## src/source/snd_pkg.sv

```systemverilog
`default_nettype none

package snd_pkg;

    // sound cpu bus
    typedef logic [15:0] addr_t;
    typedef logic [7:0]  data_t;

    // sample rom side
    typedef logic [17:0]        adpcm_addr_t;
    typedef logic signed [7:0]  pcm_t;

    // audio paths
    typedef logic signed [15:0] voice_t;   // one tone chip
    typedef logic signed [15:0] sample_t;  // mixed stream

    // tone chip registers, addr[1:0]
    localparam logic [1:0] TONE_PERIOD = 2'd0;
    localparam logic [1:0] TONE_AMP    = 2'd1;
    localparam logic [1:0] TONE_TIMER  = 2'd2;
    localparam logic [1:0] TONE_CTRL   = 2'd3;

    // stop marker in sample rom
    localparam data_t PCM_END = 8'h80;

endpackage

`default_nettype wire

```

## src/source/snd_bus_if.sv

```systemverilog
`timescale 1ns/1ns
`default_nettype none

interface snd_bus_if;
    import snd_pkg::*;

    addr_t addr;
    logic  rnw;     // high for reads
    data_t wdata;
    logic  cen;     // write qualifier, cpu clock enable

    // the decoder drives the bus
    modport host (output addr, rnw, wdata, cen);

    // tone chips and pcm player only listen
    modport dev (input addr, rnw, wdata, cen);

endinterface

`default_nettype wire

```

## src/source/snd_tone_chip.sv

```systemverilog
`timescale 1ns/1ns
`default_nettype none

module snd_tone_chip(
    input  logic            clk,
    input  logic            rst,
    input  logic            cen,
    snd_bus_if.dev          bus,
    input  logic            cs,
    output snd_pkg::data_t  dout,
    output logic            irqn,
    output snd_pkg::voice_t voice
);
    import snd_pkg::*;

    data_t       period, sq_cnt;
    data_t       reload, tmr_cnt;
    logic [10:0] amp;      // bits 10:8 set through ctrl[6:4]
    logic        sq, tmr_en, flag, wr;
    voice_t      level;

    assign wr    = bus.cen & cs & ~bus.rnw;
    assign level = {1'b0, amp, 4'd0};     // amp times 16
    assign voice = sq ? level : -level;
    assign irqn  = ~flag;
    assign dout  = {flag, 6'd0, tmr_en};

    always_ff @(posedge clk) begin
        if (rst) begin
            period  <= '0;
            sq_cnt  <= '0;
            reload  <= '0;
            tmr_cnt <= '0;
            amp     <= '0;
            sq      <= 1'b0;
            tmr_en  <= 1'b0;
            flag    <= 1'b0;
        end else begin
            if (cen) begin
                // square wave, half period is period+1 ticks
                if (sq_cnt == period) begin
                    sq_cnt <= '0;
                    sq     <= ~sq;
                end else begin
                    sq_cnt <= sq_cnt + 1'd1;
                end
                if (tmr_en) begin
                    if (tmr_cnt == '0) begin
                        flag    <= 1'b1;
                        tmr_cnt <= reload;
                    end else begin
                        tmr_cnt <= tmr_cnt - 1'd1;
                    end
                end
            end
            if (wr) begin
                case (bus.addr[1:0])
                    TONE_PERIOD: period   <= bus.wdata;
                    TONE_AMP:    amp[7:0] <= bus.wdata;
                    TONE_TIMER: begin
                        reload  <= bus.wdata;
                        tmr_cnt <= bus.wdata;
                    end
                    TONE_CTRL: begin
                        tmr_en    <= bus.wdata[0];
                        amp[10:8] <= bus.wdata[6:4];
                        if (bus.wdata[1]) flag <= 1'b0;   // clear wins over a new tick
                        if (bus.wdata[0] && !tmr_en) tmr_cnt <= reload;
                    end
                endcase
            end
        end
    end

endmodule

`default_nettype wire

```

## src/flat_wrapper.sv

```systemverilog
// flat-port wrapper written by rule: the top's interface ports become plain ports
module snd_tone_chip_flat import snd_pkg::*;
  (clk, rst, cen, cs, dout, irqn, voice, bus_addr, bus_rnw, bus_wdata, bus_cen);
  snd_bus_if bus_i ();
  input  logic clk;
  input  logic rst;
  input  logic cen;
  input  logic cs;
  output snd_pkg::data_t dout;
  output logic irqn;
  output snd_pkg::voice_t voice;
  input wire logic [$bits(bus_i.addr)-1:0] bus_addr;
  input wire logic [$bits(bus_i.rnw)-1:0] bus_rnw;
  input wire logic [$bits(bus_i.wdata)-1:0] bus_wdata;
  input wire logic [$bits(bus_i.cen)-1:0] bus_cen;
  assign bus_i.addr = bus_addr;
  assign bus_i.rnw = bus_rnw;
  assign bus_i.wdata = bus_wdata;
  assign bus_i.cen = bus_cen;
  snd_tone_chip u_core (.clk(clk), .rst(rst), .cen(cen), .bus(bus_i), .cs(cs), .dout(dout), .irqn(irqn), .voice(voice));
endmodule
```

## config.mk

```make
export PLATFORM = sky130hd
export DESIGN_NAME = snd_tone_chip_flat
export DESIGN_NICKNAME = d
export VERILOG_FILES = /design/src/source/snd_pkg.sv /design/src/source/snd_bus_if.sv /design/src/source/snd_tone_chip.sv /design/src/flat_wrapper.sv
export SDC_FILE = /design/constraint.sdc
export NUM_CORES = 1
export LEC_CHECK = 0
export BUFFER_PORTS_ARGS = -buffer_cell sky130_fd_sc_hd__buf_2
export CAP_MARGIN = 20
export CORE_MARGIN = 4
export CORE_UTILIZATION = 45
export DETAILED_ROUTE_END_ITERATION = 10
export PLACE_DENSITY = 0.68
export SLEW_MARGIN = 25
export SYNTH_ARGS = -nofsm -noshare
export SYNTH_HDL_FRONTEND = slang
export SYNTH_SLANG_ARGS = --single-unit
```

## constraint.sdc

```tcl
create_clock -name clk -period 2.3 [get_ports clk]
set_clock_uncertainty 0.15 [all_clocks]
set_input_delay 0.46 -clock clk [delete_from_list [all_inputs] [get_ports clk]]
set_output_delay 0.46 -clock clk [all_outputs]
set_load 0.05 [all_outputs]
```

==> impl_metrics.toml <==
[timing]
setup_viol = 8
timing.hold.ws_ns = 0.286
finalMaxSlewViolations = 0
setup_repair_after_global_routing_missed_its_margin = "yes"
part_of_the_cycle_the_worst_path_needs = 1.12
post-route-worst-setup-slack_ns = -0.287
tns_ns = -1.75
slew_headroom = 0.586
timing_worst_slew_pin_value_ns = 0.618
fin_crit_period_ns = 2.59
timing.final.hold_violations = 0
timing.fmax_mhz = 387

[clock_tree]
clock_path_buffers = 2
clk_latency_ns = 0.30
cts-buffers-inserted = 5
cts-hold-fix-buffers = 0
worst_setup_hold_path_clk_slew_ns = 0.09
clkSinkCount = 46
tritoncts = "yes"
h_tree_depth = 2
cts.root.buffer_cell = "clkbuf_8"

[floorplan]
initial_utilization = 0.470
die_height_um = 84.3
core_area_um2 = 5570
die_x_um = 84.3
io_pins = 55
die_area_um2 = 7110
placement_rows = 27

[logic_synthesis]
yosys-top-cells-count = "dfxtp_1 (46), nor2_1 (36), nand2_1 (33), a21oi_1 (22), mux2i_1 (17)"
leading_cell_type_by_number_of_instances_after_synthesis = "dfxtp_1"
ys_top_cells_by_area = "dfxtp_1 (35%), mux2i_1 (6.5%), nor2_1 (5.2%), xnor2_1 (5.0%), nand2_1 (4.7%)"
ys_types = 59
yosysWarnings = 0
synth_top_flop_cell = "dfxtp_1"
synth_seq_area_share = 0.351
postSynthAreaPerCell_um2 = 8.46
netlist_instances = 310
netlist.area_leader.share = 0.351
ys_async_sr_fraction = 0
yosys_register_bits = 46
synth_top_cell_by_area = "dfxtp_1"
mappedNetlistArea_um2 = 2620
post_synth_edffs = 0

[route]
totalWireLength_um = 6400
detailroute.via_count = 2315
avgViaCountPerCell = 5.47
routedWlPerCell_um = 15.1
drt_drc_violations_left = 0
antenna_left = 0
drt_first_iter_violations = 138
drt-pass1-iter-count = 4

[finish]
layout.core_utilization = 0.574
ant_cells = 0
syn_to_final_growth_pct = 22.0
final_net_count = 384
final_cell_area_um2 = 3200
non_filler_instance_count_after_layout = 423
layout-drive-gt1-share = 0.256

[global_route]
grt_start_max_net_pins = 34
grt_overflow_total = 0
first_global_vias = 2252
globalRouteTotalUtil = 0.184
grt_pass1_wl_um = 10900
grt_antenna_before_repair = 0

[placement]
placement.io_buffers = 30
rd_place_congestion = 0.828
place.detailed.instances = 409
dpl_cell_area_um2 = 2940
place_hpwl_um = 4610

[power]
power.share.sequential = 0.499
power.static_leakage_nw = 1.25
power.net_switching_w = 0.000530
sw_frac_of_total = 0.316
cell_internal_pwr_w = 0.00115
vdd_drop_max_uv = 277
power.density_nw_per_um2 = 525
p_comb_frac = 0.202
power_frac_clock = 0.300

[worst_hold_path]
worstHoldPathType = "in2reg"
holdCritStartpoint = "rst"

[worst_setup_path]
worst-path-max-fanout = 4
worstRegToRegCells = 6
critical_path.max_stage_delay_ns = 0.54
crit_end = "voice[11]"
cp_slowest_cell = "or4_4"
crit_path_end_kind = "output port"
worst_setup_path_start_kind = "flip-flop"
setup.reg_to_reg.worst_slack_ns = 0.22
critical_path_class = "reg2out"
cp-startpoint = "u_core.amp[0]"
worst_r2r_startpoint = "u_core.tmr_cnt[0]"
crit_chain = "or4_4 > nor4_4 > buf_4 > nor2_1 > xnor2_4 > buf_6"
worst-endpoint-required_ns = 1.69
r2r_end = "u_core.tmr_cnt[7]"
worstPathArrival_ns = 1.98

[outcome]
failing_checks = "setup timing"
outcome = "finished with violations"

[job]
max_cap_viol_count = 0
==> cell families (layout without fill, tap and decap cells) <==
kind of cell             after synthesis  in the layout  share of synthesized area
AND/OR/NAND/NOR                      122            122                      0.238
adder cells (fa/ha/maj)                4              4                     0.0191
XOR/XNOR                              24             24                     0.0802
AO/OA/AOI/OAI                         56             56                      0.155
multiplexers                          20             20                     0.0792
flip-flops                            46             46                      0.351
other                                  1             10                    0.00143
buffers and inverters                 37             69                     0.0754
==> final cells by class <==
type / count / area [um^2]
fill: 512 / 2380
multi-input combinational: 236 / 1700
sequential: 46 / 926
timing repair buffer: 49 / 340
tap: 72 / 90.1
clock buffer: 5 / 68.8
inverter: 12 / 47.5
clock inverter: 3 / 21.3
==> worst min path at each step <==
| stage | to | slack, ns | depth (start not counted) |
|---|---|---|---|
| 2_1_floorplan | u_core.reload[1] | 0.28 | 2 |
| 3_3_place_gp | u_core.reload[3] | 0.29 | 2 |
| 3_5_place_dp | u_core.reload[1] | 0.30 | 2 |
| 4_1_cts | u_core.period[3] | 0.28 | 2 |
| 5_1_grt | u_core.period[3] | 0.29 | 2 |
| 6_report | u_core.period[3] | 0.29 | 2 |
==> through the flow <==
stage / total power [W] / setup slack (ns)
4_1_cts: 0.00168 / -0.308
3_3_place_gp: 0.00115 / -0.101
2_1_floorplan: 0.00109 / -0.138
5_1_grt: 0.00174 / -0.361
6_report: 0.00168 / -0.287
3_5_place_dp: 0.00116 / -0.136
==> state kept, by name, summed over array words and instances (netlist names) <==
register        count
u_core.tmr_cnt      8
u_core.period       8
u_core.amp         11
u_core.flag         1
u_core.reload       8
u_core.sq           1
u_core.sq_cnt       8
u_core.tmr_en       1
==> layout by cell type, fill, tap and decap left out, types with 4 or more instances in the layout <==
cell type,synthesis,layout
inv_1,12,10
dfxtp_1,46,44
xor2_1,9,6
nor3_1,5,4
a21oi_1,22,19
or3_1,4,4
o21ai_0,7,7
xnor2_1,15,13
mux2i_1,17,17
nand4_1,7,7
buf_2,2,20
nor2_1,36,35
nand2_1,33,33
conb_1,1,10
nand3_1,12,12
buf_4,13,24
clkbuf_8,0,5
buf_6,1,4
==> worst max-delay path, delay by kind of cell, from the launching register on <==
kind                   cells  cell delay (ns)
XOR/XNOR                   1             0.19
flip-flops                 1             0.37
AND/OR/NAND/NOR            3             0.78
buffers and inverters      2             0.34
==> per-layer routing <==
layer,GRT usage,wire (um),vias up
li1,-,-,1152
met1,0.263,2990,1099
met2,0.289,3020,60
met3,0.0363,364,4
met4,0.0380,31,0
met5,0,0,-
==> power by group through the flow <==
stage / logic, W / registers [W] / clock network (W)
floorplan: 0.000251 / 0.000841 / 0
global placement: 0.000300 / 0.000853 / 0
detailed placement: 0.000304 / 0.000854 / 0
CTS: 0.000327 / 0.000837 / 0.000516
global route: 0.000361 / 0.000840 / 0.000543
finish: 0.000338 / 0.000837 / 0.000503
==> what timing repair did <==
item / 4_1_cts / 5_1_grt
setup endpoints to repair: 8 / 8
gates resized for setup: 27 / 10
endpoints found under the hold margin: 0 / 0
pin swaps: 5 / 8
setup buffers: 3 / 3
cloned: 0 / 0
Note: power is estimated with default switching activity, not from simulation.
