--- src/source/snd_pkg.sv ---
`default_nettype none

package snd_pkg;

    // sound cpu bus
    typedef logic [15:0] addr_t;
    typedef logic [7:0]  data_t;

    // sample rom side
    typedef logic [17:0]        adpcm_addr_t;
    typedef logic signed [7:0]  pcm_t;

    // audio paths
    typedef logic signed [15:0] voice_t;   // one tone chip
    typedef logic signed [15:0] sample_t;  // mixed stream

    // tone chip registers, addr[1:0]
    localparam logic [1:0] TONE_PERIOD = 2'd0;
    localparam logic [1:0] TONE_AMP    = 2'd1;
    localparam logic [1:0] TONE_TIMER  = 2'd2;
    localparam logic [1:0] TONE_CTRL   = 2'd3;

    // stop marker in sample rom
    localparam data_t PCM_END = 8'h80;

endpackage

`default_nettype wire

--- src/source/snd_mixer.sv ---
`timescale 1ns/1ns
`default_nettype none

module snd_mixer(
    input  logic             clk,
    input  logic             rst,
    input  logic             cen,
    input  logic             enable_psg,
    input  logic             enable_fm,
    input  logic [1:0]       fxlevel,
    input  snd_pkg::voice_t  opn_voice,
    input  snd_pkg::voice_t  opl_voice,
    input  snd_pkg::pcm_t    pcm,
    output snd_pkg::sample_t snd,
    output logic             peak
);
    import snd_pkg::*;

    // two guard bits over the 16-bit output
    localparam logic signed [17:0] sat_hi = 18'sd32767;
    localparam logic signed [17:0] sat_lo = -18'sd32768;

    logic signed [17:0] opn_part, opl_part, pcm_part, sum;

    assign opn_part = enable_psg ? 18'(opn_voice) : '0;
    assign opl_part = enable_fm  ? 18'(opl_voice) : '0;
    assign pcm_part = 18'(pcm) <<< (fxlevel + 3'd4);   // x16 then fx gain
    assign sum      = opn_part + opl_part + pcm_part;

    always_ff @(posedge clk) begin
        if (rst) begin
            snd  <= '0;
            peak <= 1'b0;
        end else if (cen) begin
            if (sum > sat_hi) begin
                snd  <= 16'sh7fff;
                peak <= 1'b1;
            end else if (sum < sat_lo) begin
                snd  <= 16'sh8000;
                peak <= 1'b1;
            end else begin
                snd  <= sample_t'(sum[15:0]);
                peak <= 1'b0;
            end
        end
    end

endmodule

`default_nettype wire

--- config.mk ---
export PLATFORM = sky130hd
export DESIGN_NAME = snd_mixer
export DESIGN_NICKNAME = d
export VERILOG_FILES = /design/src/source/snd_pkg.sv /design/src/source/snd_mixer.sv
export SDC_FILE = /design/constraint.sdc
export NUM_CORES = 1
export LEC_CHECK = 0
export BUFFER_PORTS_ARGS = -buffer_cell sky130_fd_sc_hd__buf_4
export CAP_MARGIN = 20
export CORE_ASPECT_RATIO = 0.7
export CORE_MARGIN = 4
export CORE_UTILIZATION = 57
export DETAILED_ROUTE_END_ITERATION = 12
export GPL_ROUTABILITY_DRIVEN = 0
export GPL_TIMING_DRIVEN = 0
export PLACE_DENSITY = 0.87
export SYNTH_ARGS = -nofsm -noshare
export SYNTH_HDL_FRONTEND = slang
export SYNTH_SLANG_ARGS = --single-unit
export TNS_END_PERCENT = 30
--- constraint.sdc ---
create_clock -name clk -period 9.66 [get_ports clk]
set_clock_uncertainty 0.2 [all_clocks]
set_input_delay 1.449 -clock clk [delete_from_list [all_inputs] [get_ports clk]]
set_output_delay 1.449 -clock clk [all_outputs]
set_load 0.03 [all_outputs]
==> flow_summary.yaml, run 1 <==
layout:
  fillerInstances: 264
  final_nets: 396
  layout_stage_area_growth_over_the_synthesis_result_pct: 27.51
  final_layout_size_suffix_gt1_share_pct: 25.40
  finalInstanceArea_mm2: 0.002696
  antenna_cells: 0
yosys:
  synth.cell_area_mm2: 0.002115
  synth.yosys.warnings: 0
  dominantRegCellSynth: "sky130_fd_sc_hd__dfxtp_1"
  sequential_cell_area_fraction_in_the_yosys_report_pct: 16.09
  synth.distinct_cells: 46
  syn-mean-instance-area_um2: 8.526
  postSynthNetCount: 328
  postSynthRegisterBits: 17
  syn_inst: 248
  synth_enable_flop_cells: 0
  fraction_of_registers_with_async_set_reset_pct: 0
timing:
  hold_violations: 0
  final-setup-viol-count: 0
  pin_slew_with_the_least_headroom_to_its_limit_ps: 519.7
  final_max_slew_viol_count: 0
  post-route-min-period_ps: 5306
  timing.fmax_mhz: 188.5
  final.period_utilization_pct: 54.93
  finalSetupTns_ps: 0
  grt_setup_unrepaired: "no"
  relSlewSlack_pct: 65.35
pwr:
  power.static_leakage_nw: 1.256
  pwr_density_cell_mw_per_mm2: 150.6
  irDropWorstVdd_v: 0.0001322
run_status:
  status: "finished, final reports clean"
worst_setup_path:
  critical-path-slowest-cell: "sky130_fd_sc_hd__fa_1"
  cp_data_required_time_ps: 9600
  setup.worst_path.start_class: "input pin"
  series_of_cell_instances_along_the_critical_path: "buf_4, buf_1, mux2i_1, or2_2, fa_1, inv_1, ha_1, o211a_1, a2111o_1, a31o_2, a21oi_2, xnor2_1, a21oi_2, buf_4, o311ai_0"
  worst_path_dominant_cell_family: "compound AO/OA/AOI/OAI gates"
  worst-endpoint-arrival_ps: 5250
  timing.critical_path.fanout_max: 10
  cpPeakStageDelay_ps: 480
  crit_path_end_kind: "register"
  critPathBufInv: 4
  timing_worst_setup_path_type: "input pin to register"
cts:
  numClockSinks: 17
  path_clk_slew_ps: 70
  resize_count_post_cts: 0
  worst_skew_pair.late_latency_ps: 250
  cts_tree: "built"
  ctsLongestPathBuffers: 2
  clock_tree.htree_level_count: 1
  root_buffer: "sky130_fd_sc_hd__clkbuf_8"
  numCtsBuffers: 3
  cts.repair_timing.setup_buffer_count: 0
  ctsHoldBuffers: 0
drt:
  antenna_left: 0
  vias_per_cell: 5.693
  wl_per_cell_um: 14.75
  firstDrtPassIters: 4
  route.detailed.drc: 0
  totalWireLength_mm: 5.383
  dr_total_vias: 2078
  drt_iter0_drc: 167
global_routing:
  grt_first_pass_wirelength_mm: 9.032
  grt_max_degree: 11
  globalRouteTotalUtil_pct: 23.78
  globalRouteOverflowTotal: 0
  initial_antenna_violation_count: 0
  grt_pass1_vias: 2075
worst_hold_path:
  hold_path.class: "register to register"
die:
  row_count: 18
  io-pin-count: 64
  die_footprint_mm2: 0.004764
  die_width_um: 80.80
  chipHeight_um: 58.96
  floorplan.initialDensity_pct: 59.80
  core-area_mm2: 0.003536
placed_design:
  hpwl_mm: 4.555
  port-buffer-count: 63
  place_area_mm2: 0.002650
run:
  timing.max_cap.violations: 0
Yosys cell counts (5+ instances only):
library cell / number / share of area, %
sky130_fd_sc_hd__nand2_1: 32 / 5.7
sky130_fd_sc_hd__and2_1: 28 / 8.3
sky130_fd_sc_hd__ha_1: 20 / 12
sky130_fd_sc_hd__dfxtp_1: 17 / 16
sky130_fd_sc_hd__a21oi_1: 16 / 3.8
sky130_fd_sc_hd__fa_1: 13 / 12
sky130_fd_sc_hd__inv_1: 12 / 2.1
sky130_fd_sc_hd__o311ai_0: 11 / 4.6
sky130_fd_sc_hd__nor2_1: 10 / 1.8
sky130_fd_sc_hd__o21ai_0: 9 / 2.1
sky130_fd_sc_hd__clkbuf_1: 8 / 1.4
sky130_fd_sc_hd__xor2_1: 8 / 3.3
sky130_fd_sc_hd__xnor2_1: 5 / 2.1
routing by layer:
layer	up-vias	wire [um]	track usage, %	part of all wire [%]
met5	-	0	0	0
met4	0	27	3.373	0.50
met3	4	381	4.893	7.1
met2	64	2571	41.40	48
met1	982	2401	31.30	45
li1	1028	-	-	-
sequential cells by signal (all words and copies together), names as in the netlist:
name  count
peak      1
snd      16
cells in the final DEF, fill, tap and decap left out, types with 2 or more instances in the layout:
master                     instances
sky130_fd_sc_hd__a211oi_1          3
sky130_fd_sc_hd__a21o_1            3
sky130_fd_sc_hd__a21oi_1          16
sky130_fd_sc_hd__a21oi_2           2
sky130_fd_sc_hd__a31oi_1           3
sky130_fd_sc_hd__and2_1           28
sky130_fd_sc_hd__buf_4            64
sky130_fd_sc_hd__clkbuf_1          8
sky130_fd_sc_hd__clkbuf_8          3
sky130_fd_sc_hd__dfxtp_1          17
sky130_fd_sc_hd__fa_1             13
sky130_fd_sc_hd__ha_1             20
sky130_fd_sc_hd__inv_1            12
sky130_fd_sc_hd__mux2i_1           3
sky130_fd_sc_hd__mux4_2            4
sky130_fd_sc_hd__nand2_1          32
sky130_fd_sc_hd__nand2b_1          3
sky130_fd_sc_hd__nand3_1           2
sky130_fd_sc_hd__nor2_1           10
sky130_fd_sc_hd__nor2b_1           3
sky130_fd_sc_hd__nor3_1            3
sky130_fd_sc_hd__o211a_1           2
sky130_fd_sc_hd__o211ai_1          4
sky130_fd_sc_hd__o21a_1            4
sky130_fd_sc_hd__o21ai_0           9
sky130_fd_sc_hd__o311ai_0         11
sky130_fd_sc_hd__xnor2_1           5
sky130_fd_sc_hd__xor2_1            8
power by group:
group          switching (mW)  internal (mW)  total [mW]
logic                   0.148          0.105       0.253
clock network          0.0237         0.0286      0.0523
registers              0.0109         0.0902       0.101
metrics by stage:
stage	power [mW]	util (%)	instances	setup slack [ps]	hold slack, ps
2_1_floorplan	0.2734	-	248	4661	396.3
3_3_place_gp	0.3465	74.95	361	4215	260.3
3_5_place_dp	0.3526	74.95	361	4128	264.9
4_1_cts	0.4070	76.26	365	4375	281.7
5_1_grt	0.4369	76.26	365	4061	291.5
6_report	0.4062	76.26	365	4354	281.0
area by class of cell:
type / count / area (um2) / area share, %
Buffer: 11 / 52.55 / 1.949
Clock buffer: 3 / 41.29 / 1.531
Clock inverter: 1 / 5.005 / 0.1856
Inverter: 12 / 45.04 / 1.671
Multi-Input combinational cell: 208 / 1677 / 62.18
Sequential cell: 17 / 340.3 / 12.62
Tap cell: 50 / 62.56 / 2.320
Timing Repair Buffer: 63 / 473.0 / 17.54
cells by family after synthesis:
| group | Yosys count | synth area share [%] |
|---|---|---|
| compound gates | 65 | 22.01 |
| xor+xnor | 13 | 5.385 |
| fa+ha+maj | 33 | 24.14 |
| buf+inv | 23 | 4.615 |
| flops | 17 | 16.09 |
| mux | 8 | 6.213 |
| simple gates | 89 | 21.54 |
final timing paths:
check                      start              endpoint  slack [ps]  depth (start not counted)
max                   fxlevel[0]  snd[10]$_SDFFE_PP0P_        4350                         15
min          snd[2]$_SDFFE_PP0P_   snd[2]$_SDFFE_PP0P_         280                          2
max reg2reg  snd[3]$_SDFFE_PP0P_   snd[3]$_SDFFE_PP0P_        8770                          2
min reg2reg  snd[2]$_SDFFE_PP0P_   snd[2]$_SDFFE_PP0P_         280                          2
worst min-delay path, delay by kind of cell, from the launching register on:
family	cells	cell delay, ps
AOI/OAI and AO/OA	1	70
DFF	1	330
and+or+nand+nor	1	50
No activity file was read; power rests on OpenSTA's default activity.
==> run 2: changes to the inputs <==
--- a/config.mk
+++ b/config.mk
@@ -9,11 +9,11 @@
 export CAP_MARGIN = 20
 export CORE_ASPECT_RATIO = 0.7
 export CORE_MARGIN = 4
-export CORE_UTILIZATION = 57
+export CORE_UTILIZATION = 53
 export DETAILED_ROUTE_END_ITERATION = 12
 export GPL_ROUTABILITY_DRIVEN = 0
 export GPL_TIMING_DRIVEN = 0
-export PLACE_DENSITY = 0.87
+export PLACE_DENSITY = 0.82
 export SYNTH_ARGS = -nofsm -noshare
 export SYNTH_HDL_FRONTEND = slang
 export SYNTH_SLANG_ARGS = --single-unit
==> constraint.sdc (replaced) <==
create_clock -name clk -period 5.4 [get_ports clk]
set_clock_uncertainty 0.2 [all_clocks]
set_input_delay 0.81 -clock clk [delete_from_list [all_inputs] [get_ports clk]]
set_output_delay 0.81 -clock clk [all_outputs]
set_load 0.03 [all_outputs]
==> run 2 against run 1 <==
Compared with the run above: combinational power increased by 79%; sequential power rose by 78%; die area rose by 6.6%; setup slack worse by 3600 ps; worst hold slack worse by 2.9 ps; non-clock buffer count is the same; sequential share of layout area unchanged.
==> flow_summary.yaml, run 2 (synthesis gave the netlist of run 1 again) <==
run_status:
  status: "finished, final reports clean"
die:
  core-area_mm2: 0.003671
  row_count: 18
  chipHeight_um: 60.85
  io-pin-count: 64
  die_footprint_mm2: 0.005080
  die_width_um: 83.50
  floorplan.initialDensity_pct: 57.60
drt:
  firstDrtPassIters: 4
  drt_iter0_drc: 118
  wl_per_cell_um: 14.76
  antenna_left: 0
  met3_length_um: 302
  dr_total_vias: 2110
  totalWireLength_mm: 5.388
  route.detailed.drc: 0
  m1WireLength_mm: 2.542
  vias_per_cell: 5.781
  route.top_layer_used: "met4"
  met2_wirelength_mm: 2.515
worst_setup_path:
  series_of_cell_instances_along_the_critical_path: "buf_4, buf_1, mux2i_1, or2_2, fa_1, inv_1, ha_1, o211a_1, a2111o_1, a31o_2, a21oi_2, xnor2_1, a21oi_2, buf_4, o311ai_0"
  reg2regPathDepth: 2
  worst-endpoint-arrival_ps: 4620
  timing.reg2reg.setup_slack_ps: 4540
  rr_endpoint: "snd[10]$_SDFFE_PP0P_"
  cpPeakStageDelay_ps: 480
  timing_worst_setup_path_type: "input pin to register"
  cp_data_required_time_ps: 5330
  crit-reg2reg-launch: "snd[10]$_SDFFE_PP0P_"
  crit_path_end_kind: "register"
  setup.worst_path.start_class: "input pin"
  critical-path-slowest-cell: "sky130_fd_sc_hd__fa_1"
  timing.critical_path.fanout_max: 10
layout:
  fillerInstances: 328
  finalInstanceArea_mm2: 0.002696
  layout.cells.most_common_list: "64 x sky130_fd_sc_hd__buf_4, 32 x sky130_fd_sc_hd__nand2_1, 28 x sky130_fd_sc_hd__and2_1"
  largest_reg_flops: 16
  final_nets: 396
  layout_top_registers: "snd (16), peak (1)"
  antenna_cells: 0
  registers.top_by_ff_count: "snd"
  layout_stage_area_growth_over_the_synthesis_result_pct: 27.51
  fin_util_pct: 73.45
  final_layout_size_suffix_gt1_share_pct: 25.40
  final_common_cell: "sky130_fd_sc_hd__buf_4"
timing:
  finalSetupTns_ps: 0
  timing.fmax_mhz: 213.4
  final-setup-viol-count: 0
  relSlewSlack_pct: 66.05
  post-route-min-period_ps: 4687
  hold_violations: 0
  final.period_utilization_pct: 86.79
  grt_setup_unrepaired: "no"
  pin_slew_with_the_least_headroom_to_its_limit_ps: 509.2
  final_max_slew_viol_count: 0
pwr:
  pwr_density_cell_mw_per_mm2: 269.8
  irDropWorstVdd_v: 0.0002313
  power.static_leakage_nw: 1.256
global_routing:
  grt_max_degree: 11
  globalRouteTotalUtil_pct: 21.68
  initial_antenna_violation_count: 0
  globalRouteOverflowTotal: 0
  grt_pass1_vias: 2032
  grt_first_pass_wirelength_mm: 8.997
cts:
  cts.repair_timing.setup_buffer_count: 0
  root_buffer: "sky130_fd_sc_hd__clkbuf_8"
  ctsHoldBuffers: 0
  ctsLongestPathBuffers: 2
  resize_count_post_cts: 0
  cts_tree: "built"
  worst_skew_pair.late_latency_ps: 250
  clock_tree.htree_level_count: 1
  numCtsBuffers: 3
  numClockSinks: 17
  path_clk_slew_ps: 70
worst_hold_path:
  hold_path.class: "register to register"
  min_to: "snd[2]$_SDFFE_PP0P_"
  hold-path-cell-count: 2
  min_from: "snd[2]$_SDFFE_PP0P_"
run:
  timing.max_cap.violations: 0
placed_design:
  place_area_mm2: 0.002650
  hpwl_mm: 4.516
  port-buffer-count: 63
## run 2: cell counts in the layout (fill, tap and decap cells not counted)
Identical to the previous run, type by type.
## run 2: worst max-delay path, delay by kind of cell
family / cells / cell delay, ps
buffers and inverters: 4 / 760
muxes: 1 / 130
xor gates and xnor gates: 1 / 230
AOI/OAI and AO/OA: 6 / 1560
adders and majority gates: 2 / 820
and+or+nand+nor: 1 / 300
## run 2: power breakdown
group,internal [mW],leakage (nW),switching (mW)
clock network,0.0512,0.0255,0.0432
registers,0.161,0.142,0.0186
logic,0.188,1.09,0.265
total,0.401,1.26,0.327
## run 2: final cells by class
| class | count | area [um2] | area share, % |
|---|---|---|---|
| buffer | 11 | 52.55 | 1.949 |
| clock buffer | 3 | 41.29 | 1.531 |
| clock inverter | 1 | 5.005 | 0.1856 |
| inverter | 12 | 45.04 | 1.671 |
| multi-input combinational | 208 | 1677 | 62.18 |
| sequential | 17 | 340.3 | 12.62 |
| tap | 50 | 62.56 | 2.320 |
| timing repair buffer | 63 | 473.0 | 17.54 |
## run 2: worst max-delay path by stage
| stage | start | endpoint | cells past startpoint |
|---|---|---|---|
| after detailed placement | fxlevel[0] | snd[10]$_SDFFE_PP0P_ | 15 |
| after global placement | fxlevel[0] | snd[13]$_SDFFE_PP0P_ | 15 |
| after CTS | fxlevel[0] | snd[10]$_SDFFE_PP0P_ | 15 |
| after floorplan | fxlevel[0] | snd[10]$_SDFFE_PP0P_ | 14 |
| final | fxlevel[0] | snd[10]$_SDFFE_PP0P_ | 15 |
| after global routing | fxlevel[0] | snd[9]$_SDFFE_PP0P_ | 15 |
## run 2: through the flow
| step | worst slack [ps] | std cells | hold WS [ps] | total power, mW |
|---|---|---|---|---|
| 2_1_floorplan | 1040 | 248 | 396.3 | 0.4891 |
| 3_3_place_gp | 563.7 | 361 | 262.5 | 0.6218 |
| 3_5_place_dp | 482.6 | 361 | 272.3 | 0.6315 |
| 4_1_cts | 725.3 | 365 | 285.4 | 0.7268 |
| 5_1_grt | 471.7 | 365 | 312.1 | 0.7820 |
| 6_report | 713.4 | 365 | 278.1 | 0.7274 |
## run 2: layer usage
layer / global-route usage [%] / up-vias
met4: 1.376 / 0
met3: 4.206 / 6
met2: 40.18 / 67
met1: 28.19 / 1010
li1: - / 1027
met5: 0 / -
