--- config.mk ---
export PLATFORM = sky130hd
export DESIGN_NAME = snd_pcm_player_flat
export DESIGN_NICKNAME = d
export VERILOG_FILES = /design/src/source/snd_pkg.sv /design/src/source/snd_bus_if.sv /design/src/source/snd_pcm_player.sv /design/src/flat_wrapper.sv
export SDC_FILE = /design/constraint.sdc
export NUM_CORES = 1
export LEC_CHECK = 0
export BUFFER_PORTS_ARGS = -buffer_cell sky130_fd_sc_hd__buf_2
export CAP_MARGIN = 10
export CORE_AREA = 10 10 61 100
export CTS_BUF_LIST = sky130_fd_sc_hd__clkbuf_4
export CTS_CLUSTER_DIAMETER = 120
export DETAILED_ROUTE_END_ITERATION = 6
export DIE_AREA = 0 0 71 110
export PLACE_DENSITY_LB_ADDON = 0.08
export RECOVER_POWER = 25
export SLEW_MARGIN = 10
export SYNTH_ARGS = -nofsm -noshare
export SYNTH_HDL_FRONTEND = slang
export SYNTH_SLANG_ARGS = --single-unit
--- constraint.sdc ---
create_clock -name clk -period 2.2 [get_ports clk]
set_input_delay 0.44 -clock clk [delete_from_list [all_inputs] [get_ports clk]]
set_output_delay 0.44 -clock clk [all_outputs]
set_load 0.02 [all_outputs]
--- src/source/snd_pkg.sv ---
`default_nettype none

package snd_pkg;

    // sound cpu bus
    typedef logic [15:0] addr_t;
    typedef logic [7:0]  data_t;

    // sample rom side
    typedef logic [17:0]        adpcm_addr_t;
    typedef logic signed [7:0]  pcm_t;

    // audio paths
    typedef logic signed [15:0] voice_t;   // one tone chip
    typedef logic signed [15:0] sample_t;  // mixed stream

    // tone chip registers, addr[1:0]
    localparam logic [1:0] TONE_PERIOD = 2'd0;
    localparam logic [1:0] TONE_AMP    = 2'd1;
    localparam logic [1:0] TONE_TIMER  = 2'd2;
    localparam logic [1:0] TONE_CTRL   = 2'd3;

    // stop marker in sample rom
    localparam data_t PCM_END = 8'h80;

endpackage

`default_nettype wire

--- src/source/snd_bus_if.sv ---
`timescale 1ns/1ns
`default_nettype none

interface snd_bus_if;
    import snd_pkg::*;

    addr_t addr;
    logic  rnw;     // high for reads
    data_t wdata;
    logic  cen;     // write qualifier, cpu clock enable

    // the decoder drives the bus
    modport host (output addr, rnw, wdata, cen);

    // tone chips and pcm player only listen
    modport dev (input addr, rnw, wdata, cen);

endinterface

`default_nettype wire

--- src/source/snd_pcm_player.sv ---
`timescale 1ns/1ns
`default_nettype none

module snd_pcm_player(
    input  logic                 clk,
    input  logic                 rst,
    input  logic                 cen,
    snd_bus_if.dev               bus,
    input  logic                 cs,
    input  snd_pkg::data_t       adpcm_data,
    input  logic                 adpcm_ok,
    output snd_pkg::data_t       dout,
    output snd_pkg::adpcm_addr_t adpcm_addr,
    output logic                 adpcm_cs,
    output snd_pkg::pcm_t        pcm
);
    import snd_pkg::*;

    typedef enum logic [1:0] {
        idle,
        fetch,   // waiting for the sample rom
        hold     // byte out, wait for the next tick
    } state_t;

    state_t state;
    data_t  start_hi;
    logic   wr, busy;

    assign wr       = bus.cen & cs & ~bus.rnw;
    assign busy     = state != idle;
    assign adpcm_cs = state == fetch;
    assign dout     = {7'd0, busy};

    always_ff @(posedge clk) begin
        if (rst) begin
            state      <= idle;
            start_hi   <= '0;
            adpcm_addr <= '0;
            pcm        <= '0;
        end else begin
            case (state)
                fetch: begin
                    if (adpcm_ok) begin
                        if (adpcm_data == PCM_END) begin
                            pcm   <= '0;       // silence after the marker
                            state <= idle;
                        end else begin
                            pcm        <= pcm_t'(adpcm_data);
                            adpcm_addr <= adpcm_addr + 1'd1;
                            state      <= hold;
                        end
                    end
                end
                hold: if (cen) state <= fetch;
                default: ;
            endcase
            // register writes, a start restarts any running sample
            if (wr) begin
                if (!bus.addr[0]) begin
                    start_hi <= bus.wdata;
                end else begin
                    adpcm_addr <= {start_hi, bus.wdata, 2'b00};
                    state      <= fetch;
                end
            end
        end
    end

endmodule

`default_nettype wire

--- src/flat_wrapper.sv ---
// flat-port wrapper written by rule: the top's interface ports become plain ports
module snd_pcm_player_flat import snd_pkg::*;
  (clk, rst, cen, cs, adpcm_data, adpcm_ok, dout, adpcm_addr, adpcm_cs, pcm, bus_addr, bus_rnw, bus_wdata, bus_cen);
  snd_bus_if bus_i ();
  input  logic clk;
  input  logic rst;
  input  logic cen;
  input  logic cs;
  input  snd_pkg::data_t adpcm_data;
  input  logic adpcm_ok;
  output snd_pkg::data_t dout;
  output snd_pkg::adpcm_addr_t adpcm_addr;
  output logic adpcm_cs;
  output snd_pkg::pcm_t pcm;
  input wire logic [$bits(bus_i.addr)-1:0] bus_addr;
  input wire logic [$bits(bus_i.rnw)-1:0] bus_rnw;
  input wire logic [$bits(bus_i.wdata)-1:0] bus_wdata;
  input wire logic [$bits(bus_i.cen)-1:0] bus_cen;
  assign bus_i.addr = bus_addr;
  assign bus_i.rnw = bus_rnw;
  assign bus_i.wdata = bus_wdata;
  assign bus_i.cen = bus_cen;
  snd_pcm_player u_core (.clk(clk), .rst(rst), .cen(cen), .bus(bus_i), .cs(cs), .adpcm_data(adpcm_data), .adpcm_ok(adpcm_ok), .dout(dout), .adpcm_addr(adpcm_addr), .adpcm_cs(adpcm_cs), .pcm(pcm));
endmodule
==> results.yml, run 1 <==
status:
  outcome: "finished, final reports clean"
synthesis:
  synth-seq-area-share_pct: 37.70
  ys.warnings.count: 0
  ys_types: 42
  ys_ff_latch: 36
  syn_avg_cell_area_um2: 8.770
  netlist_instances: 218
  synth_area_um2: 1912
worst_setup_path:
  worstPathMaxFanout: 10
  critical_path_class: "reg -> reg"
  end_kind: "flop"
  cp.arrival_ns: 2.17
  critPathRequiredTime_ns: 2.44
  start_kind: "flop"
die:
  row_count: 32
  die_w_um: 71
  die_h_um: 110
  die-area_um2: 7810
  initial_utilization_pct: 43.41
  io_pins: 74
  core_area_um2: 4404
timing:
  tightest_slew_ns: 1.389
  skew_ns: 0.01053
  max_freq_ghz: 0.5186
  slew_headroom_pct: 7.414
  rsz0062_at_grt: "false"
  hold_viol: 0
  maxSlewViolCount: 0
  period_minus_slack_ns: 1.928
  setup_viol: 0
  fin_crit_sh_pct: 87.65
  tns_ns: 0
routing:
  top_layer_used: "met4"
  route.met3.wl_um: 322
  drtIter0Drc: 50
  final_antenna_net_count: 0
  routedWlPerCell_um: 16.41
  vias: 1785
  wl_met1_um: 2147
  via_per_inst: 5.543
  firstDrtPassIters: 6
  drt_wl_total_um: 5283
  drt_drc_violations_left: 0
  route.met2.wl_um: 2734
global_route:
  grt_max_degree: 29
  grt.total_usage_pct: 13.29
  antenna_found_initial: 0
  overflow: 0
  grt_pass1_vias: 1742
  grt_pass1_wl_um: 8487
clock_tree:
  cts_tree: "yes"
  root_buffer: "clkbuf_4"
  post-cts-setup-buffers: 0
  clock_path_buffers: 2
  ctsResizeCount: 0
  cts_hold_repair.buffers: 0
  clkTransAtPathRegs_ns: 0.11
  clkLatencyLatePin_ns: 0.34
  cts_max_level: 2
  cts_buffers: 5
  cts.sinks: 36
hold_path:
  min_path_type: "in -> reg"
run:
  max_cap_violations: 0
cells_and_area:
  final_util_pct: 50.99
  nNetsFinal: 313
  n_fill_cell: 473
  final_cell_mix: "buf_2 (42), dfxtp_1 (36), nor2_1 (28)"
  area.growth.synth_to_final_pct: 17.47
  layout_commonest_cell: "buf_2"
  drive_above_1_share_pct: 25.09
  diodes: 0
pwr:
  ir_worst_vdd_mv: 0.3999
  cellLeakagePower_nw: 0.9091
  power.density_nw_per_um2: 527.0
place:
  place_hpwl_um: 4167
  port_buffers: 51
  place_congestion: 0.7749
path summary, 6_finish.rpt:
path                           end  slack, ns            start  cells past startpoint
max          u_core.adpcm_addr[13]       0.27  u_core.state[1]                      6
min             u_core.start_hi[4]       0.35     bus_wdata[4]                      3
max reg2reg  u_core.adpcm_addr[13]       0.27  u_core.state[1]                      6
min reg2reg          u_core.pcm[3]       0.46    u_core.pcm[3]                      2
per-stage QoR:
| stage | setup WS, ns | hold WS, ns | std cells | instance area (um^2) | power [mW] |
|---|---|---|---|---|---|
| detailed placement | 0.2014 | 0.4470 | 314 | 2205 | 0.8428 |
| finish | 0.2717 | 0.3487 | 322 | 2246 | 1.184 |
| global placement | 0.2408 | 0.4431 | 314 | 2205 | 0.8415 |
| CTS | 0.2685 | 0.3413 | 322 | 2261 | 1.202 |
| global route | 0.1004 | 0.3378 | 322 | 2246 | 1.239 |
| floorplan | 0.3238 | 0.4611 | 224 | 1934 | 0.7883 |
final cells by class:
cell class | count | area [um^2] | share of cell area [%]
clock buffer | 6 | 45.04 | 2.006
clock inverter | 2 | 11.26 | 0.5014
inverter | 6 | 22.52 | 1.003
multi-input combinational | 163 | 1090 | 48.52
sequential | 36 | 720.7 | 32.09
tap | 51 | 63.81 | 2.841
timing repair buffer | 58 | 292.8 | 13.04
state kept, by name, indices dropped and copies added, names as in the netlist:
| name | flops |
|---|---|
| u_core.adpcm_addr | 18 |
| u_core.pcm | 8 |
| u_core.start_hi | 8 |
| u_core.state | 2 |
critical path: stages (launching register included):
cell and delay (ns):
dfxtp_1 0.34, inv_1 0.08, ha_1 0.24, nand2_2 0.15, a21o_4 0.25, or4_1 0.49, a311oi_1 0.26
logic make-up after synthesis:
family / share of synthesized area, %
and+or+nand+nor: 28.08
AOI/OAI and AO/OA: 18.39
DFF: 37.70
buffers and inverters: 6.479
muxes: 4.712
adders and majority gates: 2.618
xor gates and xnor gates: 1.832
other: 0.1961
metal layers:
layer | up-vias | global-route usage (%)
li1 | 893 | -
met1 | 843 | 14.27
met2 | 42 | 23.63
met3 | 7 | 4.655
met4 | 0 | 4.444
met5 | - | 0
synthesized netlist by cell type (all sizes together):
cell type	instances	area, um^2
a22oi	1	7.510
a21o	1	15.01
nor2	28	105.1
nor2b	1	6.260
a221oi	1	8.760
nor4	5	46.29
and4	5	43.79
nand3	6	30.03
nand2	22	85.09
o21ai	3	15.01
nor3	6	40.04
o311a	2	20.02
nand4b	1	8.760
or3	1	6.260
and2	3	18.77
and3	7	45.05
dfxtp	36	720.7
conb	1	3.750
inv	6	22.52
or2	1	6.260
a21oi	8	43.79
a211oi	12	90.09
nand4	4	31.28
clkbuf	9	33.78
ha	4	50.05
a311oi	8	76.32
nor4b	1	23.77
xnor2	4	35.03
buf	10	67.57
and4b	1	10.01
a2111oi	3	45.04
or4	4	30.03
mux2i	9	90.09
o31ai	4	30.03
power by group:
group	leakage (nW)	switching, mW	total (mW)	internal, mW
clock network	0.0293	0.225	0.359	0.134
registers	0.291	0.0155	0.682	0.667
logic	0.588	0.0914	0.142	0.0511
(Power assumes the default switching activity.)
==> run 2: changes to the inputs <==
PLACE_DENSITY = 0.72   (was default)
PLACE_DENSITY_LB_ADDON = default   (was 0.08)
==> results.yml, run 2 (same netlist as run 1, synthesis figures left out) <==
status:
  outcome: "finished, final reports clean"
timing:
  hold_viol: 0
  hold_ws_ns: 0.3569
  max_freq_ghz: 0.5243
  skew_ns: 0.02004
  maxSlewViolCount: 0
  finalWorstSetupSlack_ns: 0.2928
  fin_crit_sh_pct: 86.69
  setup_viol: 0
  tns_ns: 0
  rsz0062_at_grt: "false"
  period_minus_slack_ns: 1.907
  slew_headroom_pct: 57.52
  tightest_slew_ns: 0.6373
cells_and_area:
  largest_reg_flops: 18
  area.growth.synth_to_final_pct: 17.28
  drive_above_1_share_pct: 25.09
  final_util_pct: 50.91
  largest_registers: "u_core.adpcm_addr: 18 flops, u_core.pcm: 8 flops, u_core.start_hi: 8 flops"
  final_cell_mix: "buf_2 (42), dfxtp_1 (36), nor2_1 (28)"
  layout_commonest_cell: "buf_2"
  diodes: 0
  nNetsFinal: 314
  max_flop_register: "u_core.adpcm_addr"
worst_setup_path:
  critical_path_class: "reg -> reg"
  start_kind: "flop"
  cp.arrival_ns: 2.16
  worstPathMaxFanout: 10
  crit_family: "simple AND/OR/NAND/NOR gates"
  end_kind: "flop"
  cp.depth: 6
  critPathRequiredTime_ns: 2.45
  crit_buf_inv: 1
  reg2reg_depth: 6
  cpPeakStageDelay_ns: 0.51
  path_cells: "inv_1, ha_1, nand2_2, a21o_4, or4_1, a311oi_1"
  critPathSlowestCell: "or4_1"
routing:
  final_antenna_net_count: 0
  via_per_inst: 5.727
  firstDrtPassIters: 4
  drt_wl_total_um: 5125
  vias: 1844
  drt_drc_violations_left: 0
  routedWlPerCell_um: 15.92
  drtIter0Drc: 86
place:
  preCtsSetupSlack_ns: 0.2671
  place_congestion: 0.7986
  place_hpwl_um: 3997
  port_buffers: 51
pwr:
  cellLeakagePower_nw: 0.9160
  ir_worst_vdd_mv: 0.4958
  power.density_nw_per_um2: 518.9
run:
  max_cap_violations: 0
die:
  core_area_um2: 4404
  die_h_um: 110
  io_pins: 74
  initial_utilization_pct: 43.41
  row_count: 32
  die_w_um: 71
  die-area_um2: 7810
clock_tree:
  cts_tree: "yes"
  cts_buffers: 5
  clkTransAtPathRegs_ns: 0.10
  clock_path_buffers: 2
  cts_hold_repair.buffers: 0
  post-cts-setup-buffers: 0
  ctsResizeCount: 0
  cts.sinks: 36
  clkLatencyLatePin_ns: 0.34
  cts_max_level: 2
  root_buffer: "clkbuf_4"
global_route:
  grt.total_usage_pct: 13.40
  grt_max_degree: 34
  grt_pass1_wl_um: 8631
  antenna_found_initial: 0
  grt_pass1_vias: 1781
  overflow: 0
hold_path:
  hold_depth: 3
  min_path_type: "in -> reg"
## run 2: layer usage
layer  part of all wire (%)  GRT usage [%]
met4                    2.9          6.944
met1                     38          14.26
met2                     51          22.16
met5                      0              0
met3                    8.0          5.640
## run 2: per-stage QoR
step	power (mW)	std cells	cell area (um^2)
final	1.163	322	2242
after CTS	1.183	322	2262
after detailed placement	0.8425	315	2212
after global placement	0.8408	315	2212
after floorplan	0.7883	224	1934
after global routing	1.219	322	2242
## run 2: final cells by class
cell class / instances / area, um^2
clock buffer: 6 / 45.04
clock inverter: 1 / 5.005
timing repair buffer: 59 / 300.3
fill: 445 / 2162
inverter: 6 / 22.52
multi-input combinational: 163 / 1085
tap: 51 / 63.81
sequential: 36 / 720.7
## run 2: final timing paths
path / start / to / slack (ns)
worst max register to register: u_core.state[1] / u_core.adpcm_addr[13] / 0.29
worst min-delay path: bus_wdata[7] / u_core.start_hi[7] / 0.36
worst max-delay path: u_core.state[1] / u_core.adpcm_addr[13] / 0.29
worst min register to register: u_core.pcm[6] / u_core.pcm[6] / 0.46
## run 2: power breakdown
| group | internal, mW | switching, mW |
|---|---|---|
| Combinational | 0.0522 | 0.0918 |
| Clock | 0.130 | 0.208 |
| Sequential | 0.667 | 0.0146 |
| Total | 0.849 | 0.315 |
## run 2: worst reg2reg max path, delay by kind of cell, from the launching register on
kind | cells | cell delay, ns
adders and majority gates | 1 | 0.24
DFF | 1 | 0.34
buffers and inverters | 1 | 0.08
and+or+nand+nor | 2 | 0.66
AOI/OAI and AO/OA | 2 | 0.51
==> run 3: changes to the inputs <==
CORE_AREA = 10 10 104 60   (was 10 10 61 100)
DIE_AREA = 0 0 114 70   (was 0 0 71 110)
==> results.yml, run 3 (same netlist as run 1, synthesis figures left out) <==
worst_setup_path:
  cp_common_cell: "a211oi_1"
  critical_path_class: "reg -> reg"
  worstPathMaxFanout: 10
  end_kind: "flop"
  cpPeakStageDelay_ns: 0.46
  start_kind: "flop"
  critPathRequiredTime_ns: 2.46
  cp.arrival_ns: 2.24
  path_cells: "inv_1, ha_1, nand2_2, buf_4, a211oi_1, xnor2_1, a211oi_1"
  critPathSlowestCell: "a211oi_1"
  worst-r2r-setup-slack_ns: 0.22
pwr:
  ir_worst_vdd_mv: 0.2928
  p_sw_mw: 0.3228
  power.density_nw_per_um2: 566.5
  cellLeakagePower_nw: 0.9258
  total_power_mw: 1.292
  pwr-share-comb_pct: 11.1
  clockPowerShare_pct: 36.1
  p_int_mw: 0.9694
  p_sw_share_pct: 24.98
  seqPwrFrac_pct: 52.7
place:
  place_area_um2: 2221
  preCtsSetupSlack_ns: 0.1898
  place_hpwl_um: 4147
  numPlacedInstances: 322
  port_buffers: 51
  place_congestion: 0.7736
timing:
  hold_ws_ns: 0.3626
  fin_crit_sh_pct: 90.15
  rsz0062_at_grt: "false"
  max_freq_ghz: 0.5042
  skew_ns: 0.007820
  slew_headroom_pct: 57.09
  maxSlewViolCount: 0
  tns_ns: 0
  finalWorstSetupSlack_ns: 0.2167
  period_minus_slack_ns: 1.983
  setup_viol: 0
  hold_viol: 0
  tightest_slew_ns: 0.6423
routing:
  routedWlPerCell_um: 15.86
  via_per_inst: 5.461
  vias: 1802
  drt_wl_total_um: 5233
  final_antenna_net_count: 0
  firstDrtPassIters: 4
  drt_drc_violations_left: 0
  drtIter0Drc: 145
global_route:
  grt.total_usage_pct: 13.10
  grt_use_met3_pct: 5.286
  met1_usage_pct: 18.46
  grt_max_degree: 32
  overflow: 0
  use_met2_pct: 18.62
  grt_pass1_wl_um: 8776
  grt_pass1_vias: 1705
  busiest_layer: "met2"
  antenna_found_initial: 0
cells_and_area:
  final_cell_mix: "buf_2 (42), dfxtp_1 (36), nor2_1 (28)"
  drive_above_1_share_pct: 24.81
  layout_commonest_cell: "buf_2"
  final_util_pct: 49.65
  largest_registers: "u_core.adpcm_addr: 18 flops, u_core.pcm: 8 flops, u_core.start_hi: 8 flops"
  final_area_um2: 2281
  stdcell_count: 330
  nNetsFinal: 312
  max_flop_register: "u_core.adpcm_addr"
  largest_reg_flops: 18
  diodes: 0
  area.growth.synth_to_final_pct: 19.31
die:
  die-area_um2: 7980
  die_h_um: 70
  row_count: 18
  core_area_um2: 4594
  die_w_um: 114
  initial_utilization_pct: 41.61
  io_pins: 74
status:
  outcome: "finished, final reports clean"
clock_tree:
  post-cts-setup-buffers: 0
  cts_tree: "yes"
  cts_hold_repair.buffers: 0
  cts_max_level: 2
  root_buffer: "clkbuf_4"
  clock_path_buffers: 2
  cts_buffers: 5
  clkTransAtPathRegs_ns: 0.11
  cts.sinks: 36
  ctsResizeCount: 0
  clkLatencyLatePin_ns: 0.33
run:
  max_cap_violations: 0
hold_path:
  min_path_type: "in -> reg"
-- run 3: layout make-up --
type | count | area (um^2)
clock buffer | 6 | 45.04
clock inverter | 2 | 35.03
fill | 481 | 2313
inverter | 6 | 22.52
multi-input combinational | 163 | 1085
sequential | 36 | 720.7
tap | 60 | 75.07
timing repair buffer | 57 | 297.8
-- run 3: metal layers --
layer	wire, um	vias up
met5	0	-
met4	0	0
met3	512	0
met2	2158	66
met1	2562	845
li1	-	891
-- run 3: final timing paths --
path | from | to | depth (start not counted)
worst max-delay path | u_core.state[1] | u_core.adpcm_addr[3] | 7
worst max register to register | u_core.state[1] | u_core.adpcm_addr[3] | 7
worst min register to register | u_core.pcm[2] | u_core.pcm[2] | 2
worst min-delay path | adpcm_data[3] | u_core.pcm[3] | 3
-- run 3: worst max-delay path, delay by kind of cell, from the launching register on --
family                   cells  cell delay [ns]
adder cells (fa/ha/maj)      1             0.28
flip-flops                   1             0.35
AND/OR/NAND/NOR              1             0.14
XOR/XNOR                     1             0.16
AO/OA/AOI/OAI                2             0.71
buffers and inverters        2             0.28
-- run 3: power groups by stage --
stage / clock network (mW) / logic (mW) / registers, mW
2_1_floorplan: 0 / 0.0812 / 0.707
3_3_place_gp: 0 / 0.145 / 0.696
3_5_place_dp: 0 / 0.146 / 0.696
4_1_cts: 0.482 / 0.147 / 0.681
5_1_grt: 0.512 / 0.159 / 0.685
6_report: 0.467 / 0.144 / 0.682
